## src/source/btac_pkg.sv

```systemverilog
package btac_pkg;

  typedef logic [31:0] addr_t;

  // an all-zero entry marks an empty slot
  typedef struct packed {
    addr_t target;
    addr_t pc;
    addr_t npc;
  } btb_entry_t;

  // one prediction waiting for its instruction to resolve
  typedef struct packed {
    logic taken;
    btb_entry_t entry;
  } pred_record_t;

  typedef struct packed {
    addr_t get_pc0;
    addr_t get_pc1;
    logic get_cti0;                   // fetched slot holds a jump or branch
    logic get_cti1;
    addr_t upd_pc0;
    addr_t upd_npc0;
    addr_t upd_addr0;                 // resolved target of slot 0
    addr_t upd_pc1;
    addr_t upd_npc1;
    addr_t upd_addr1;
    logic upd_cti0;                   // slot resolves a jump or branch
    logic upd_cti1;
    logic upd_taken0;
    logic upd_taken1;
    logic stall;
    logic flush;
  } btac_in_t;

  typedef struct packed {
    logic pred_branch;
    addr_t pred_target;
    addr_t pred_pc;
    addr_t pred_npc;
    logic pred_miss;
    addr_t pred_maddr;                // redirect address on a miss
    logic pred_hazard;
  } btac_out_t;

endpackage

```

## src/source/btac_ctrl.sv

```systemverilog
`timescale 1ns/1ps

module btac_ctrl
  import btac_pkg::*;
#(
  parameter int btb_entries = 64
) (
  input logic clock,
  input logic reset,
  input btac_in_t btac_in,
  output btac_out_t btac_out,
  output logic [$clog2(btb_entries)-1:0] raddr0,
  output logic [$clog2(btb_entries)-1:0] raddr1,
  output logic wen,
  output logic [$clog2(btb_entries)-1:0] waddr,
  output btb_entry_t wdata,
  input btb_entry_t rdata0,
  input btb_entry_t rdata1,
  output logic push,
  output pred_record_t push_data,
  output logic pop,
  output logic clear,
  input pred_record_t pop_data,
  input logic pop_valid
);

  localparam int index_width = $clog2(btb_entries);

  typedef logic [index_width-1:0] index_t;

  typedef struct packed {
    addr_t pc0;                       // fetch PCs of the lookup in flight
    addr_t pc1;
    logic cti;
    logic miss0;
    logic miss1;
    addr_t maddr;
  } state_t;

  state_t r;
  state_t rin;

  logic hit0;
  logic hit1;
  logic predict;
  logic taken0;
  logic taken1;
  logic head_valid;
  logic match0;
  logic match1;
  btb_entry_t hit_entry;

  function automatic index_t pc_index(addr_t pc);
    return pc[index_width+1:2];
  endfunction

  always_comb begin
    rin = r;
    rin.pc0 = btac_in.get_pc0;
    rin.pc1 = btac_in.get_pc1;
    rin.cti = btac_in.get_cti0 | btac_in.get_cti1;

    raddr0 = pc_index(btac_in.get_pc0);
    raddr1 = pc_index(btac_in.get_pc1);

    // a hit needs a live entry tagged with the full PC, slot 0 first
    hit0 = (rdata0 != '0) && (rdata0.pc == r.pc0);
    hit1 = (rdata1 != '0) && (rdata1.pc == r.pc1);
    hit_entry = hit0 ? rdata0 : rdata1;
    predict = ~(btac_in.stall | btac_in.flush);

    btac_out.pred_branch = predict & (hit0 | hit1);
    if (btac_out.pred_branch) begin
      btac_out.pred_target = hit_entry.target;
      btac_out.pred_pc = hit_entry.pc;
      btac_out.pred_npc = hit_entry.npc;
    end else begin
      btac_out.pred_target = '0;
      btac_out.pred_pc = '0;
      btac_out.pred_npc = '0;
    end

    push = predict & r.cti;
    push_data.taken = btac_out.pred_branch;
    push_data.entry.target = btac_out.pred_target;
    push_data.entry.pc = btac_out.pred_pc;
    push_data.entry.npc = btac_out.pred_npc;

    // only taken jumps are installed
    taken0 = btac_in.upd_cti0 & btac_in.upd_taken0;
    taken1 = btac_in.upd_cti1 & btac_in.upd_taken1;
    wen = taken0 | taken1;
    if (taken0) begin
      waddr = pc_index(btac_in.upd_pc0);
      wdata = '{target: btac_in.upd_addr0, pc: btac_in.upd_pc0, npc: btac_in.upd_npc0};
    end else begin
      waddr = pc_index(btac_in.upd_pc1);
      wdata = '{target: btac_in.upd_addr1, pc: btac_in.upd_pc1, npc: btac_in.upd_npc1};
    end

    // the queue is emptied the cycle after a miss so its head is stale
    clear = r.miss0 | r.miss1;
    head_valid = pop_valid & ~clear;
    pop = (btac_in.upd_cti0 | btac_in.upd_cti1) & head_valid;
    match0 = head_valid & pop_data.taken & btac_in.upd_cti0 &
             (btac_in.upd_pc0 == pop_data.entry.pc);
    match1 = head_valid & pop_data.taken & btac_in.upd_cti1 &
             (btac_in.upd_pc1 == pop_data.entry.pc);

    rin.miss0 = 1'b0;
    rin.miss1 = 1'b0;
    rin.maddr = '0;
    if (match0) begin
      if (btac_in.upd_taken0) begin
        rin.miss0 = btac_in.upd_addr0 != pop_data.entry.target;
        rin.maddr = btac_in.upd_addr0;
      end else begin
        rin.miss0 = 1'b1;               // predicted taken but fell through
        rin.maddr = pop_data.entry.npc;
      end
    end else if (match1) begin
      if (btac_in.upd_taken1) begin
        rin.miss1 = btac_in.upd_addr1 != pop_data.entry.target;
        rin.maddr = btac_in.upd_addr1;
      end else begin
        rin.miss1 = 1'b1;
        rin.maddr = pop_data.entry.npc;
      end
    end else if (taken0) begin
      rin.miss0 = 1'b1;                 // taken without a matching prediction
      rin.maddr = btac_in.upd_addr0;
    end else if (taken1) begin
      rin.miss1 = 1'b1;
      rin.maddr = btac_in.upd_addr1;
    end

    btac_out.pred_miss = r.miss0 | r.miss1;
    btac_out.pred_maddr = r.maddr;
    btac_out.pred_hazard = rin.miss0;
  end

  always_ff @(posedge clock) begin
    if (!reset) begin
      r <= '0;
    end else begin
      r <= rin;
    end
  end

  // a redirect to zero is only legal when a zero address was actually resolved
  assert property (@(posedge clock) disable iff (!reset)
    btac_out.pred_miss |-> btac_out.pred_maddr != '0 ||
      $past((btac_in.upd_cti0 && btac_in.upd_addr0 == '0) ||
            (btac_in.upd_cti1 && btac_in.upd_addr1 == '0) ||
            (head_valid && pop_data.entry.npc == '0)));

endmodule

```

## config.mk

```make
export PLATFORM = sky130hd
export DESIGN_NAME = btac_ctrl
export DESIGN_NICKNAME = d
export VERILOG_FILES = /design/src/source/btac_pkg.sv /design/src/source/btac_ctrl.sv
export SDC_FILE = /design/constraint.sdc
export NUM_CORES = 1
export LEC_CHECK = 0
export BUFFER_PORTS_ARGS = -buffer_cell sky130_fd_sc_hd__buf_2
export CORE_AREA = 2 2 348 350
export CTS_BUF_LIST = sky130_fd_sc_hd__clkbuf_16
export DETAILED_ROUTE_END_ITERATION = 8
export DIE_AREA = 0 0 350 352
export GPL_ROUTABILITY_DRIVEN = 0
export SKIP_CTS_REPAIR_TIMING = 1
export SLEW_MARGIN = 20
export SYNTH_ARGS = -nofsm -noshare
export SYNTH_HDL_FRONTEND = slang
export SYNTH_SLANG_ARGS = --single-unit
```

## constraint.sdc

```tcl
create_clock -name clock -period 2.8 [get_ports clock]
set_input_delay 0.56 -clock clock [delete_from_list [all_inputs] [get_ports clock]]
set_output_delay 0.56 -clock clock [all_outputs]
set_load 0.01 [all_outputs]
```

# Yosys cells after proc, flatten, opt, wreduce, memory -nomap -nowiden
# Index checks and enable logic that the tools add are counted.
# classes
n_eq_ne	6
n_mux	15
bitwise	20
reduce_logical	5
# ops
cell	count
two-way mux 96 bit	3
nonzero test 96 bit	2
== test 32 bit	4
two-way mux 33 bit	3
two-way mux 32 bit	3
!= test 32 bit	2
bitwise AND 1 bit	11
two-way mux 6 bit	1
OR 1 bit	6
two-way mux 1 bit	5
inverter 1 bit	3
logical AND 1 bit	2
OR reduction 2 bit	1
# totals
register_bits	99
in_bits	556
wordCells	52

# Logic depth before layout (Yosys ltp)
# depth
depth_word	8
depth_mapped	10

# Least setup slack after synthesis
# No wires, ideal clock.
# synth_timing
path_kind	input -> output
from	input port rdata0[32] (netlist name)
to	output port push_data[66] (netlist name)
arrival_time_ps	2276
slack_ps	-36
stages	10
cell_sequence	xor2_1 -> nor4_1 -> nand4_1 -> a211oi_1 -> buf_2 -> buf_4 -> buf_4 -> mux2i_1 -> nor2_1 -> buf_4
# synth_lines
element	line_no	text
start: declaration	btac_ctrl.sv:17	input btb_entry_t rdata0,
end: declaration	btac_ctrl.sv:20	output pred_record_t push_data,

==> results_dict.tcl <==
set metrics [dict create \
    grt_pass1_vias 14200 \
    max_cap_violations 0 \
    hp-class "in -> reg" \
    synth.cell_area_um2 10000 \
    drt_first_iter_violations 1034 \
    report.final.slew_viol_count 0 \
    syn_to_final_growth_pct 90.2 \
    final_layout_fill_cell_count 13700 \
    post_route_cells_drive_above_1_share_pct 58.1 \
    antenna_violations_before_repair 57 \
    cp_data_arrival_time_ps 3100 \
    fin_hold_ws_ps 320 \
    detailedPlace.worstSlack_ps -1370 \
    grt_setup_unrepaired "true" \
    largest_net_degree_at_the_start_of_global_routing 66 \
    avgViaCountPerCell 3.66 \
    layout_min_cycle_time_ps 3660 \
    tritoncts "done" \
    firstDrtPassIters 7 \
    outcome "complete, but fails checks" \
    drt_wl_total_um 99900 \
    clkTransAtPathRegs_ps 90 \
    power-per-cell-area_nw_per_um2 270 \
    cp-start-kind "register" \
    numPortBuffers 901 \
    layout_worst_path_cycle_share_pct 131 \
    crit_fanout 19 \
    timing_worst_slew_pin_value_ps 767 \
    drc_markers 0 \
    floorplan.initialDensity_pct 8.42 \
    core-area_um2 119000 \
    routedWlPerCell_um 24.9 \
    cp-end-kind "output port" \
    power_leakage_nw 9.21 \
    timing.final.ws_setup_ps -863 \
    area.sequential_um2 1980 \
    grt_pass1_wl_um 127000 \
    clk_path_buf_depth 2 \
    vertical_die_dimension_um 352 \
    cts_htree_levels 3 \
    yosysSeqAreaShare_pct 19.7 \
    leading_cell_types_in_the_layout_fill_and_taps_excluded "866 x sky130_fd_sc_hd__buf_2, 293 x sky130_fd_sc_hd__nand2_1, 284 x sky130_fd_sc_hd__buf_4, 131 x sky130_fd_sc_hd__xor2_1, 98 x sky130_fd_sc_hd__dfxtp_1" \
    cts.sink_count 99 \
    dpl.hpwl_um 88900 \
    fin_util_pct 16.0 \
    clk-insertion-delay-late_ps 430 \
    grt.overflow.total 0 \
    placement.cell_area_um2 17800 \
    top_level_ports 902 \
    final.setup.tns_ps -139370 \
    path_type_of_the_worst_setup_path "reg -> out" \
    drt.antenna.violating_nets 0 \
    final_area_um2 19100 \
    mostFrequentLayoutCell "sky130_fd_sc_hd__buf_2" \
    num_rows 127 \
    synth_cell_types 33 \
    timing.final.hold_violations 0 \
    full_die_area_um2 123000 \
    syn_avg_cell_area_um2 7.27 \
    vdd_ir_drop_max_mv 0.344 \
    failed_checks "setup timing" \
    area_of_the_multi_input_gates_um2 7310 \
    floorplan.die.width_um 350 \
    worst_clock_skew_ps 9.15 \
    critPathRequiredTime_ps 2240 \
    timing.slew.headroom_pct 48.7 \
    post_synth_inst_count 1381 \
    cts_buffers 9 \
    cts_root_buffer "sky130_fd_sc_hd__clkbuf_16" \
    globalRouteTotalUtil_pct 15.4 \
    synth-warning-count 0 \
    achievable-frequency_ghz 0.273 \
    routed-via-count 14700 \
    setup_viol 195 \
    postSynthNetCount 1937 \
    fin_nets 2937 \
    register_bit_total_from_synthesis 99 \
]
[sequential cells by signal, summed over array words and instances, names as in the netlist]
name      flops
r            67
btac_out     32
[cell families after synthesis]
| group | after synthesis | synth area share [%] |
|---|---|---|
| buffers and inverters | 227 | 14.6 |
| multiplexers | 131 | 13.5 |
| XOR/XNOR | 192 | 16.7 |
| AO/OA/AOI/OAI | 132 | 7.97 |
| flip-flops | 99 | 19.7 |
| AND/OR/NAND/NOR | 600 | 27.5 |
[critical path, cell delays in order (launching register included)]
cell	delay [ps]
sky130_fd_sc_hd__dfxtp_2	350
sky130_fd_sc_hd__xor2_2	160
sky130_fd_sc_hd__nor4_4	460
sky130_fd_sc_hd__nand4_1	140
sky130_fd_sc_hd__buf_4	190
sky130_fd_sc_hd__a211oi_4	220
sky130_fd_sc_hd__buf_12	220
sky130_fd_sc_hd__buf_16	180
sky130_fd_sc_hd__buf_16	200
sky130_fd_sc_hd__mux2i_1	300
sky130_fd_sc_hd__nor2_1	90
sky130_fd_sc_hd__buf_2	150
[stage by stage]
stage | cells | total power, mW
after floorplan | 1381 | 2.24
after global placement | 3975 | 3.67
after detailed placement | 3976 | 3.68
after CTS | 3992 | 5.25
after global routing | 4003 | 5.44
final | 4007 | 5.16
[per-layer routing]
layer / GRT usage (%) / part of all wire (%) / vias up
li1: - / - / 6548
met1: 17.0 / 37 / 6860
met2: 26.6 / 49 / 1017
met3: 5.25 / 9.3 / 214
met4: 6.36 / 4.6 / 46
met5: 0 / 0.29 / -
[synthesized netlist by cell type]
library cell | instances | area (um^2)
sky130_fd_sc_hd__nor2_1 | 104 | 390
sky130_fd_sc_hd__or2_2 | 1 | 6.26
sky130_fd_sc_hd__buf_4 | 157 | 1180
sky130_fd_sc_hd__nor3_1 | 4 | 20.0
sky130_fd_sc_hd__o21a_1 | 1 | 7.51
sky130_fd_sc_hd__nor4bb_1 | 1 | 10.0
sky130_fd_sc_hd__a221oi_1 | 31 | 272
sky130_fd_sc_hd__or3_1 | 1 | 6.26
sky130_fd_sc_hd__a211oi_1 | 2 | 15.0
sky130_fd_sc_hd__nand2_1 | 294 | 1100
sky130_fd_sc_hd__o41ai_1 | 1 | 8.76
sky130_fd_sc_hd__xnor2_1 | 59 | 517
sky130_fd_sc_hd__and4_1 | 1 | 8.76
sky130_fd_sc_hd__nand3_1 | 5 | 25.0
sky130_fd_sc_hd__nand4_1 | 34 | 213
sky130_fd_sc_hd__o211a_1 | 1 | 10.0
sky130_fd_sc_hd__nand2b_1 | 1 | 6.26
sky130_fd_sc_hd__mux2i_1 | 99 | 991
sky130_fd_sc_hd__nor4_1 | 84 | 526
sky130_fd_sc_hd__and2_1 | 67 | 419
sky130_fd_sc_hd__xor2_1 | 133 | 1160
sky130_fd_sc_hd__buf_2 | 18 | 90.1
sky130_fd_sc_hd__mux2_2 | 32 | 360
sky130_fd_sc_hd__o21ai_2 | 1 | 8.76
sky130_fd_sc_hd__nor3b_1 | 1 | 7.51
sky130_fd_sc_hd__buf_1 | 7 | 26.3
sky130_fd_sc_hd__nor4_2 | 2 | 25.0
sky130_fd_sc_hd__o21ai_0 | 62 | 310
sky130_fd_sc_hd__o31a_1 | 1 | 8.76
sky130_fd_sc_hd__dfxtp_1 | 99 | 1980
sky130_fd_sc_hd__inv_1 | 2 | 7.51
sky130_fd_sc_hd__clkbuf_1 | 43 | 161
sky130_fd_sc_hd__a21oi_1 | 32 | 160
[area by class of cell]
type	instances	share of cell area (%)
antenna	9	0.118
clock buffer	9	1.18
clock inverter	7	0.360
inverter	2	0.0393
multi-input combinational	1055	38.3
sequential	99	10.4
tap	1612	10.6
timing repair buffer	1214	39.1
[power breakdown]
group,switching [mW],total [mW],internal [mW]
combinational,1.25,2.18,0.932
clock,0.771,1.46,0.693
sequential,0.0314,1.51,1.48
total,2.05,5.16,3.11
[final timing paths]
path	startpoint	to	slack, ps	cells past startpoint
worst max register to register	r[32]	btac_out[25]	620	8
worst min register to register	r[33]	r[33]	1040	5
worst min-delay path	btac_in[199]	r[34]	320	2
worst max-delay path	r[77]	btac_out[56]	-860	11
No activity file was read; power rests on OpenSTA's default activity.
