==> config.mk <==
export PLATFORM = sky130hd
export DESIGN_NAME = btac_queue
export DESIGN_NICKNAME = d
export VERILOG_FILES = /design/src/source/btac_pkg.sv /design/src/source/btac_queue.sv
export SDC_FILE = /design/constraint.sdc
export NUM_CORES = 1
export LEC_CHECK = 0
export ABC_CLOCK_PERIOD_IN_PS = 13090
export BUFFER_PORTS_ARGS = -buffer_cell sky130_fd_sc_hd__buf_2
export CAP_MARGIN = 10
export CORE_UTILIZATION = 60
export DETAILED_ROUTE_END_ITERATION = 8
export PLACE_DENSITY = 0.79
export RECOVER_POWER = 100
export SLEW_MARGIN = 10
export SYNTH_ARGS = -nofsm -noshare
export SYNTH_HDL_FRONTEND = slang
export SYNTH_SLANG_ARGS = --single-unit
==> constraint.sdc <==
create_clock -name clock -period 13.09 [get_ports clock]
set_clock_uncertainty 0.1 [all_clocks]
set_input_delay 2.618 -clock clock [delete_from_list [all_inputs] [get_ports clock]]
set_output_delay 2.618 -clock clock [all_outputs]
set_load 0.01 [all_outputs]
==> src/source/btac_pkg.sv <==
package btac_pkg;

  typedef logic [31:0] addr_t;

  // an all-zero entry marks an empty slot
  typedef struct packed {
    addr_t target;
    addr_t pc;
    addr_t npc;
  } btb_entry_t;

  // one prediction waiting for its instruction to resolve
  typedef struct packed {
    logic taken;
    btb_entry_t entry;
  } pred_record_t;

  typedef struct packed {
    addr_t get_pc0;
    addr_t get_pc1;
    logic get_cti0;                   // fetched slot holds a jump or branch
    logic get_cti1;
    addr_t upd_pc0;
    addr_t upd_npc0;
    addr_t upd_addr0;                 // resolved target of slot 0
    addr_t upd_pc1;
    addr_t upd_npc1;
    addr_t upd_addr1;
    logic upd_cti0;                   // slot resolves a jump or branch
    logic upd_cti1;
    logic upd_taken0;
    logic upd_taken1;
    logic stall;
    logic flush;
  } btac_in_t;

  typedef struct packed {
    logic pred_branch;
    addr_t pred_target;
    addr_t pred_pc;
    addr_t pred_npc;
    logic pred_miss;
    addr_t pred_maddr;                // redirect address on a miss
    logic pred_hazard;
  } btac_out_t;

endpackage

==> src/source/btac_queue.sv <==
`timescale 1ns/1ps

module btac_queue
  import btac_pkg::*;
#(
  parameter int queue_depth = 8
) (
  input logic clock,
  input logic reset,
  input logic push,
  input pred_record_t push_data,
  input logic pop,
  input logic clear,
  output pred_record_t pop_data,
  output logic pop_valid
);

  localparam int ptr_width = $clog2(queue_depth);
  localparam logic [ptr_width:0] depth_count = queue_depth[ptr_width:0];

  pred_record_t mem [queue_depth];

  logic [ptr_width-1:0] rptr;
  logic [ptr_width-1:0] wptr;
  logic [ptr_width:0] count;
  logic full;
  logic do_push;
  logic do_pop;

  assign full = count == depth_count;
  assign pop_valid = count != '0;
  assign do_push = push & ~full & ~clear;   // a push into a full queue is lost
  assign do_pop = pop & pop_valid & ~clear;
  assign pop_data = mem[rptr];

  always_ff @(posedge clock) begin
    if (!reset || clear) begin
      rptr <= '0;
      wptr <= '0;
      count <= '0;
    end else begin
      if (do_push) begin
        wptr <= wptr + 1'b1;            // wraps since the depth is a power of two
      end
      if (do_pop) begin
        rptr <= rptr + 1'b1;
      end
      if (do_push && !do_pop) begin
        count <= count + 1'b1;
      end else if (do_pop && !do_push) begin
        count <= count - 1'b1;
      end
    end
  end

  always_ff @(posedge clock) begin
    if (do_push) begin
      mem[wptr] <= push_data;
    end
  end

  assert property (@(posedge clock) disable iff (!reset) count <= depth_count);

  // the control block only pops a head it has seen as valid
  assert property (@(posedge clock) disable iff (!reset) pop |-> pop_valid);

  assert property (@(posedge clock) disable iff (!reset) push && !clear |-> !full)
    else $warning("btac_queue: prediction dropped, queue full");

endmodule

# ---- Word-level counts from Yosys, hierarchy flattened
# Memory sizes are Yosys's and may differ from the RTL's. A register that Yosys moved wholly into a read port is not among the register bits.
# Cells that the tools add are included.
dict set report classes {
  addsub 4
  n_eq_ne 1
  mux 6
  bitwise 6
  reduce_logical 8
}
# cell count
set op_table {}
lappend op_table {{$mux W4} 2}
lappend op_table {{$add A3 B1 Y3 const B} 2}
lappend op_table {{$mux W3} 2}
lappend op_table {{$add A4 B1 Y4 const B} 1}
lappend op_table {{$and A1 B1 Y1} 4}
lappend op_table {{$eq A4 B4 Y1 const B} 1}
lappend op_table {{$reduce_bool A4 Y1} 1}
lappend op_table {{$sub A4 B1 Y4 const B} 1}
lappend op_table {{$logic_not A1 Y1} 3}
lappend op_table {{$logic_and A1 B1 Y1} 2}
lappend op_table {{$mux W1} 2}
lappend op_table {{$not A1 Y1} 2}
lappend op_table {{$reduce_bool A2 Y1} 1}
lappend op_table {{$logic_or A1 B1 Y1} 1}
dict set report totals {
  regBits 10
  ram_bits 776
  inputBits 102
  word_cells 29
  memories 1
}
# memory depth width rd rd_clocked_by_memory_dff wr line
set memory_table {}
lappend memory_table {mem 8 97 1 1 1 btac_queue.sv:21} ;# pred_record_t mem [queue_depth];

# ---- Logic depth before layout (Yosys ltp)
# Gate-level depths: netlist of the first run.
dict set report depth {
  word_depth 8
  ltp_mapped 10
  mapped_depth_nobuf 10
}

# ---- Least setup slack after synthesis of the first run
# No wires, ideal clock.
dict set report synth_timing {
  path_kind {input-to-reg}
  from {input port clear}
  to {memory mem[0][0] (netlist bit), enable pin}
  setup_ps 672
  arrival_time_ps 9859
  required_time_ps 12318
  setup_slack_ps 2459
  path_stages 4
  n_path_buf 0
  path_cell_list {nand2b_1 -> a21oi_1 -> nand2b_1 -> nor3_1}
}
dict set report synth_between {
  elab_chain_cells 4
}
# element line
set synth_rtl {}
lappend synth_rtl {{start: declaration} btac_queue.sv:13} ;# input logic clear,
lappend synth_rtl {{$not A1 Y1} btac_queue.sv:32} ;# assign do_push = push & ~full & ~clear;
lappend synth_rtl {{$and A1 B1 Y1} btac_queue.sv:32}
lappend synth_rtl {{net do_push} btac_queue.sv:27} ;# logic do_push;
lappend synth_rtl {{$mux W1} btac_queue.sv:57} ;# if (do_push) begin
lappend synth_rtl {{$mux W1 (implied by the code)} btac_queue.sv:58} ;# mem[wptr] <= push_data;
lappend synth_rtl {{end: declaration} btac_queue.sv:21}
# The timed path passes the listed nets, and every way through them passes these cells.

==> results of run 1 <==
==> state kept, by name, summed over array words and instances, names as in the netlist, named ones only <==
name	count
mem	776
count	4
rptr	3
wptr	3
==> power groups by stage <==
| stage | Sequential, mW | Clock, mW | Combinational, mW |
|---|---|---|---|
| after floorplan | 2.86 | 0 | 0.110 |
| after global placement | 2.86 | 0 | 0.181 |
| after detailed placement | 2.86 | 0 | 0.188 |
| after CTS | 2.80 | 2.17 | 0.189 |
| after global routing | 2.81 | 2.26 | 0.194 |
| final | 2.81 | 2.13 | 0.178 |
==> Yosys cell counts (all sizes together) (3+ instances only) <==
library cell / n
xor2: 3
nand2b: 6
nand3: 4
ha: 5
a21oi: 6
nor3: 3
nand2: 4
buf: 40
clkbuf: 17
mux4: 194
dfxtp: 13
edfxtp: 776
nor2: 16
mux2: 97
==> worst max path at each step <==
| stage | cells after the start | slack, ps | end |
|---|---|---|---|
| floorplan | 4 | 2460 | mem[0][0]$_DFFE_PP_ |
| global placement | 5 | 6600 | pop_data[73] |
| detailed placement | 5 | 6550 | pop_data[73] |
| CTS | 5 | 5900 | pop_data[72] |
| global route | 3 | 3530 | pop_data[57] |
| finish | 3 | 3930 | pop_data[57] |
==> through the flow <==
| stage | utilization | power (mW) | cells |
|---|---|---|---|
| 2_1_floorplan | - | 2.968 | 1197 |
| 3_3_place_gp | 0.6428 | 3.036 | 2024 |
| 3_5_place_dp | 0.6428 | 3.045 | 2024 |
| 4_1_cts | 0.6931 | 5.159 | 2162 |
| 5_1_grt | 0.6872 | 5.260 | 2162 |
| 6_report | 0.6874 | 5.114 | 2165 |
==> cells by family after synthesis <==
family | synth area share
multiplexers | 0.1841
adder cells (fa/ha/maj) | 0.002774
XOR/XNOR | 0.001177
flip-flops | 0.7915
buffers and inverters | 0.01252
AND/OR/NAND/NOR | 0.005674
AO/OA/AOI/OAI | 0.002186
==> layer usage <==
layer	share of wire	GRT usage
met1	0.40	0.3103
met2	0.50	0.3791
met3	0.076	0.05513
met4	0.023	0.06978
met5	0.00077	0
==> worst reg2reg max path, delay by kind of cell (launching register included) <==
family / cells / cell delay [ps]
DFF: 1 / 440
and+or+nand+nor: 3 / 670
AOI/OAI and AO/OA: 1 / 630
buffers and inverters: 1 / 3050
==> final cells by class <==
type | count | area, sq um | area share
flip-flops and latches | 789 | 23570 | 0.7004
well taps | 664 | 830.8 | 0.02469
clock inverters | 36 | 295.3 | 0.008776
repair buffers | 220 | 893.4 | 0.02655
inverters | 2 | 7.507 | 0.0002231
multi-input cells | 349 | 5878 | 0.1747
diodes | 3 | 7.507 | 0.0002231
clock buffers | 102 | 2168 | 0.06444
==> flow_summary.json, run 1 <==
{
  "ant_nets": 0,
  "post_dp_cell_area_sq_um": 31470,
  "htreeDepth": 3,
  "p_per_area_nw_per_um2": 152.0,
  "worst-path-buf-inv": 2,
  "ctsResizeCount": 0,
  "design_area_sq_um": 33650,
  "core_sq_um": 48950,
  "crit_arrival_ps": 6450,
  "period_minus_slack_ps": 9165,
  "synthCells": 1197,
  "crit_family": "buffers and inverters",
  "violations": "capacitance limit, slew limit",
  "path_clk_slew_ps": 60,
  "synth-seq-cells": 789,
  "seqPwrFrac": 0.549,
  "clock-sinks": 789,
  "drt-initial-drc-count": 979,
  "worstSetupStartpointType": "flip-flop",
  "yosys-top-cells-area": "edfxtp_1 78%, mux4_2 15%, mux2_2 3.7%",
  "drt_first_pass_iters": 5,
  "worstHoldPathType": "reg2reg",
  "synth_edf_count": 776,
  "max_freq_mhz": 109.1,
  "path_cells": "clkbuf_1 > mux2_2 > clkbuf_1",
  "grt_pass1_vias": 13990,
  "syn_area_sq_um": 29770,
  "post-route-period-util": 0.7001,
  "tritoncts": "yes",
  "cp_slowest_stage_delay_ps": 2790,
  "synth_ff_type": "edfxtp_1",
  "ctsHoldBuffers": 0,
  "combPwrFrac": 0.035,
  "dieWidth_um": 224.7,
  "row_count": 81,
  "slew_viol_final": 927,
  "synthDistinctLibCells": 27,
  "r2r_slack_ps": 7650,
  "yosys.area.top_type": "edfxtp_1",
  "status": "complete, but fails checks",
  "max-clock-path-buffers": 3,
  "pin_count": 200,
  "portBuffers": 199,
  "initial_core_util": 0.6081,
  "post-cts-setup-buffers": 0,
  "clock_latency_ps": 600,
  "synth_nets": 1305,
  "yosys.area.top_type_share": 0.7828,
  "crit_slowest_cell": "clkbuf_1",
  "final_net_count": 1548,
  "peakVddDrop_uv": 146.1,
  "rr_startpoint": "count[0]$_SDFFE_PP0P_",
  "fin_ws_ps": 3925,
  "cts_made_buffers": 78,
  "p_int_mw": 4.120,
  "die_y_um": 224.7,
  "swShare": 0.1943,
  "path_class": "reg2out",
  "viasPerCell": 6.070,
  "maxCapViolations": 19,
  "grt_pass1_wl_um": 84770,
  "final_common_cell": "edfxtp_1",
  "antenna_found_initial": 5,
  "drive_gt1_frac": 0.2824,
  "r2r-end": "mem[6][53]$_DFFE_PP_",
  "hp-start": "rptr[1]$_SDFFE_PP0P_",
  "reg2reg_depth": 5,
  "synth_area_per_cell_sq_um": 24.87,
  "vias": 13140,
  "drt_wl_total_um": 56100,
  "synthArstFlopShare": 0,
  "rsz0062_at_grt": "no",
  "grt_overflow_total": 0,
  "seq_area_frac_synth": 0.7915,
  "fin_setup_tns_ps": 0,
  "area_growth_pct": 13.03,
  "place_ws_ps": 6548,
  "switchingPower_mw": 0.9936,
  "fin_hold_ws_ps": 386.6,
  "slew_headroom": -1.891,
  "fillCellCount": 2983,
  "p_leak_nw": 10.16,
  "finalSetupViolations": 0,
  "grt_max_degree": 108,
  "drc": 0,
  "critPathCaptureType": "output port",
  "hpwl_um": 28600,
  "worst_pin_slew_ps": 4336,
  "cp_common_cell": "clkbuf_1",
  "cts-root-buf": "clkbuf_16",
  "layout_common_cells": "776 x edfxtp_1, 201 x clkbuf_1, 194 x mux4_2",
  "hold_path_depth": 2,
  "hold_violations": 0,
  "groute.usage.overall": 0.2305,
  "wl_per_cell_um": 25.91,
  "cp.required_ps": 10370,
  "dieArea_sq_um": 50510,
  "place_congestion": 0.7269,
  "p_clk_frac": 0.416,
  "critPathMaxFanout": 51,
  "ys_warn_count": 0
}
Note: power is estimated with default switching activity, not from simulation.
==> inputs of run 2 (changes only) <==
--- a/config.mk
+++ b/config.mk
@@ -5,12 +5,12 @@
 export SDC_FILE = /design/constraint.sdc
 export NUM_CORES = 1
 export LEC_CHECK = 0
-export ABC_CLOCK_PERIOD_IN_PS = 13090
+export ABC_CLOCK_PERIOD_IN_PS = 7600
 export BUFFER_PORTS_ARGS = -buffer_cell sky130_fd_sc_hd__buf_2
 export CAP_MARGIN = 10
-export CORE_UTILIZATION = 60
+export CORE_UTILIZATION = 54
 export DETAILED_ROUTE_END_ITERATION = 8
-export PLACE_DENSITY = 0.79
+export PLACE_DENSITY = 0.75
 export RECOVER_POWER = 100
 export SLEW_MARGIN = 10
 export SYNTH_ARGS = -nofsm -noshare
==> constraint.sdc (replaced) <==
create_clock -name clock -period 7.6 [get_ports clock]
set_clock_uncertainty 0.1 [all_clocks]
set_input_delay 1.52 -clock clock [delete_from_list [all_inputs] [get_ports clock]]
set_output_delay 1.52 -clock clock [all_outputs]
set_load 0.01 [all_outputs]
==> flow_summary.json, run 2 (same netlist as run 1, synthesis figures left out) <==
{
  "p_per_area_nw_per_um2": 260.5,
  "tritoncts": "yes",
  "worst_pin_slew_ps": 4426,
  "vias": 13110,
  "grt_max_degree": 153,
  "ctsHoldBuffers": 0,
  "grt_overflow_total": 0,
  "top_register": "mem",
  "critPathMaxFanout": 60,
  "crit_arrival_ps": 5960,
  "post-cts-setup-buffers": 0,
  "violations": "capacitance limit, slew limit",
  "p_total_mw": 8.780,
  "fin_ws_ps": 1633,
  "slew_headroom": -1.951,
  "row_count": 85,
  "antenna_found_initial": 11,
  "largest_reg_flops": 776,
  "drt_wl_total_um": 56610,
  "hold_violations": 0,
  "slew_viol_final": 580,
  "dieWidth_um": 236.8,
  "groute.usage.overall": 0.2083,
  "peakVddDrop_uv": 209.9,
  "area_growth_pct": 13.21,
  "fillCellCount": 3629,
  "viasPerCell": 5.936,
  "final_util": 0.6226,
  "ant_nets": 0,
  "fin_hold_ws_ps": 414.7,
  "hpwl_um": 29420,
  "post_dp_cell_area_sq_um": 31570,
  "critPathCaptureType": "flip-flop",
  "final_net_count": 1550,
  "path_class": "in2reg",
  "initial_core_util": 0.5499,
  "wl_per_cell_um": 25.62,
  "cts_made_buffers": 78,
  "worstSetupStartpointType": "input pin",
  "place_congestion": 0.6874,
  "portBuffers": 199,
  "layout_common_cells": "776 x edfxtp_1, 207 x clkbuf_1, 194 x mux4_2",
  "dieArea_sq_um": 56070,
  "drt-initial-drc-count": 1054,
  "clock-sinks": 789,
  "status": "complete, but fails checks",
  "rsz0062_at_grt": "no",
  "fin_setup_tns_ps": 0,
  "pin_count": 200,
  "max-clock-path-buffers": 3,
  "grt_pass1_vias": 13980,
  "core_sq_um": 54130,
  "clock_latency_ps": 610,
  "die_y_um": 236.8,
  "drc": 0,
  "design_area_sq_um": 33700,
  "ctsResizeCount": 0,
  "grt_pass1_wl_um": 85750,
  "max_freq_mhz": 167.6,
  "post-route-period-util": 0.7852,
  "placed_cells": 2058,
  "cp.required_ps": 7600,
  "worstHoldPathType": "reg2reg",
  "drive_gt1_frac": 0.2809,
  "p_leak_nw": 10.13,
  "final_common_cell": "edfxtp_1",
  "stdcell_count": 2209,
  "cts-root-buf": "clkbuf_16",
  "finalSetupViolations": 0,
  "path_clk_slew_ps": 60,
  "period_minus_slack_ps": 5967,
  "place_ws_ps": 2835,
  "drt_first_pass_iters": 5,
  "maxCapViolations": 15,
  "htreeDepth": 3,
  "largestRegisters": "mem (776), count (4)"
}
-- run 2: area by class of cell --
| class | count | area [sq um] | share of cell area |
|---|---|---|---|
| sequential | 789 | 23570 | 0.6994 |
| multi-input combinational | 349 | 5863 | 0.1740 |
| clock buffer | 101 | 2112 | 0.06267 |
| timing repair buffer | 222 | 945.9 | 0.02807 |
| tap | 696 | 870.8 | 0.02584 |
| clock inverter | 43 | 312.8 | 0.009282 |
| antenna | 7 | 17.52 | 0.0005198 |
| inverter | 2 | 7.507 | 0.0002228 |
-- run 2: worst max-delay path, stage by stage --
cell and delay (ps):
clkbuf_1 90, nand2b_1 140, a21oi_1 540, nand2_1 350, nor2_4 180, clkbuf_1 3110
-- run 2: layer usage --
metal | part of all wire | GRT usage
met2 | 0.49 | 0.3279
met1 | 0.41 | 0.2853
met5 | 0.0011 | 0
met4 | 0.021 | 0.07458
met3 | 0.072 | 0.05386
-- run 2: path summary, 6_finish.rpt --
path,depth (start not counted),to,slack (ps),startpoint
setup / recovery,6,mem[7][56]$_DFFE_PP_,1630,clear
hold / removal,2,flip-flop,410,rptr[1]$_SDFFE_PP0P_
setup reg to reg,5,mem[7][56]$_DFFE_PP_,2200,count[1]$_SDFFE_PP0P_
hold reg to reg,2,flip-flop,410,rptr[1]$_SDFFE_PP0P_
-- run 2: power by group --
part	leakage (nW)	internal, mW	switching (mW)
sequential	7.12	4.82	0.0157
clock	1.17	2.10	1.54
combinational	1.84	0.132	0.174
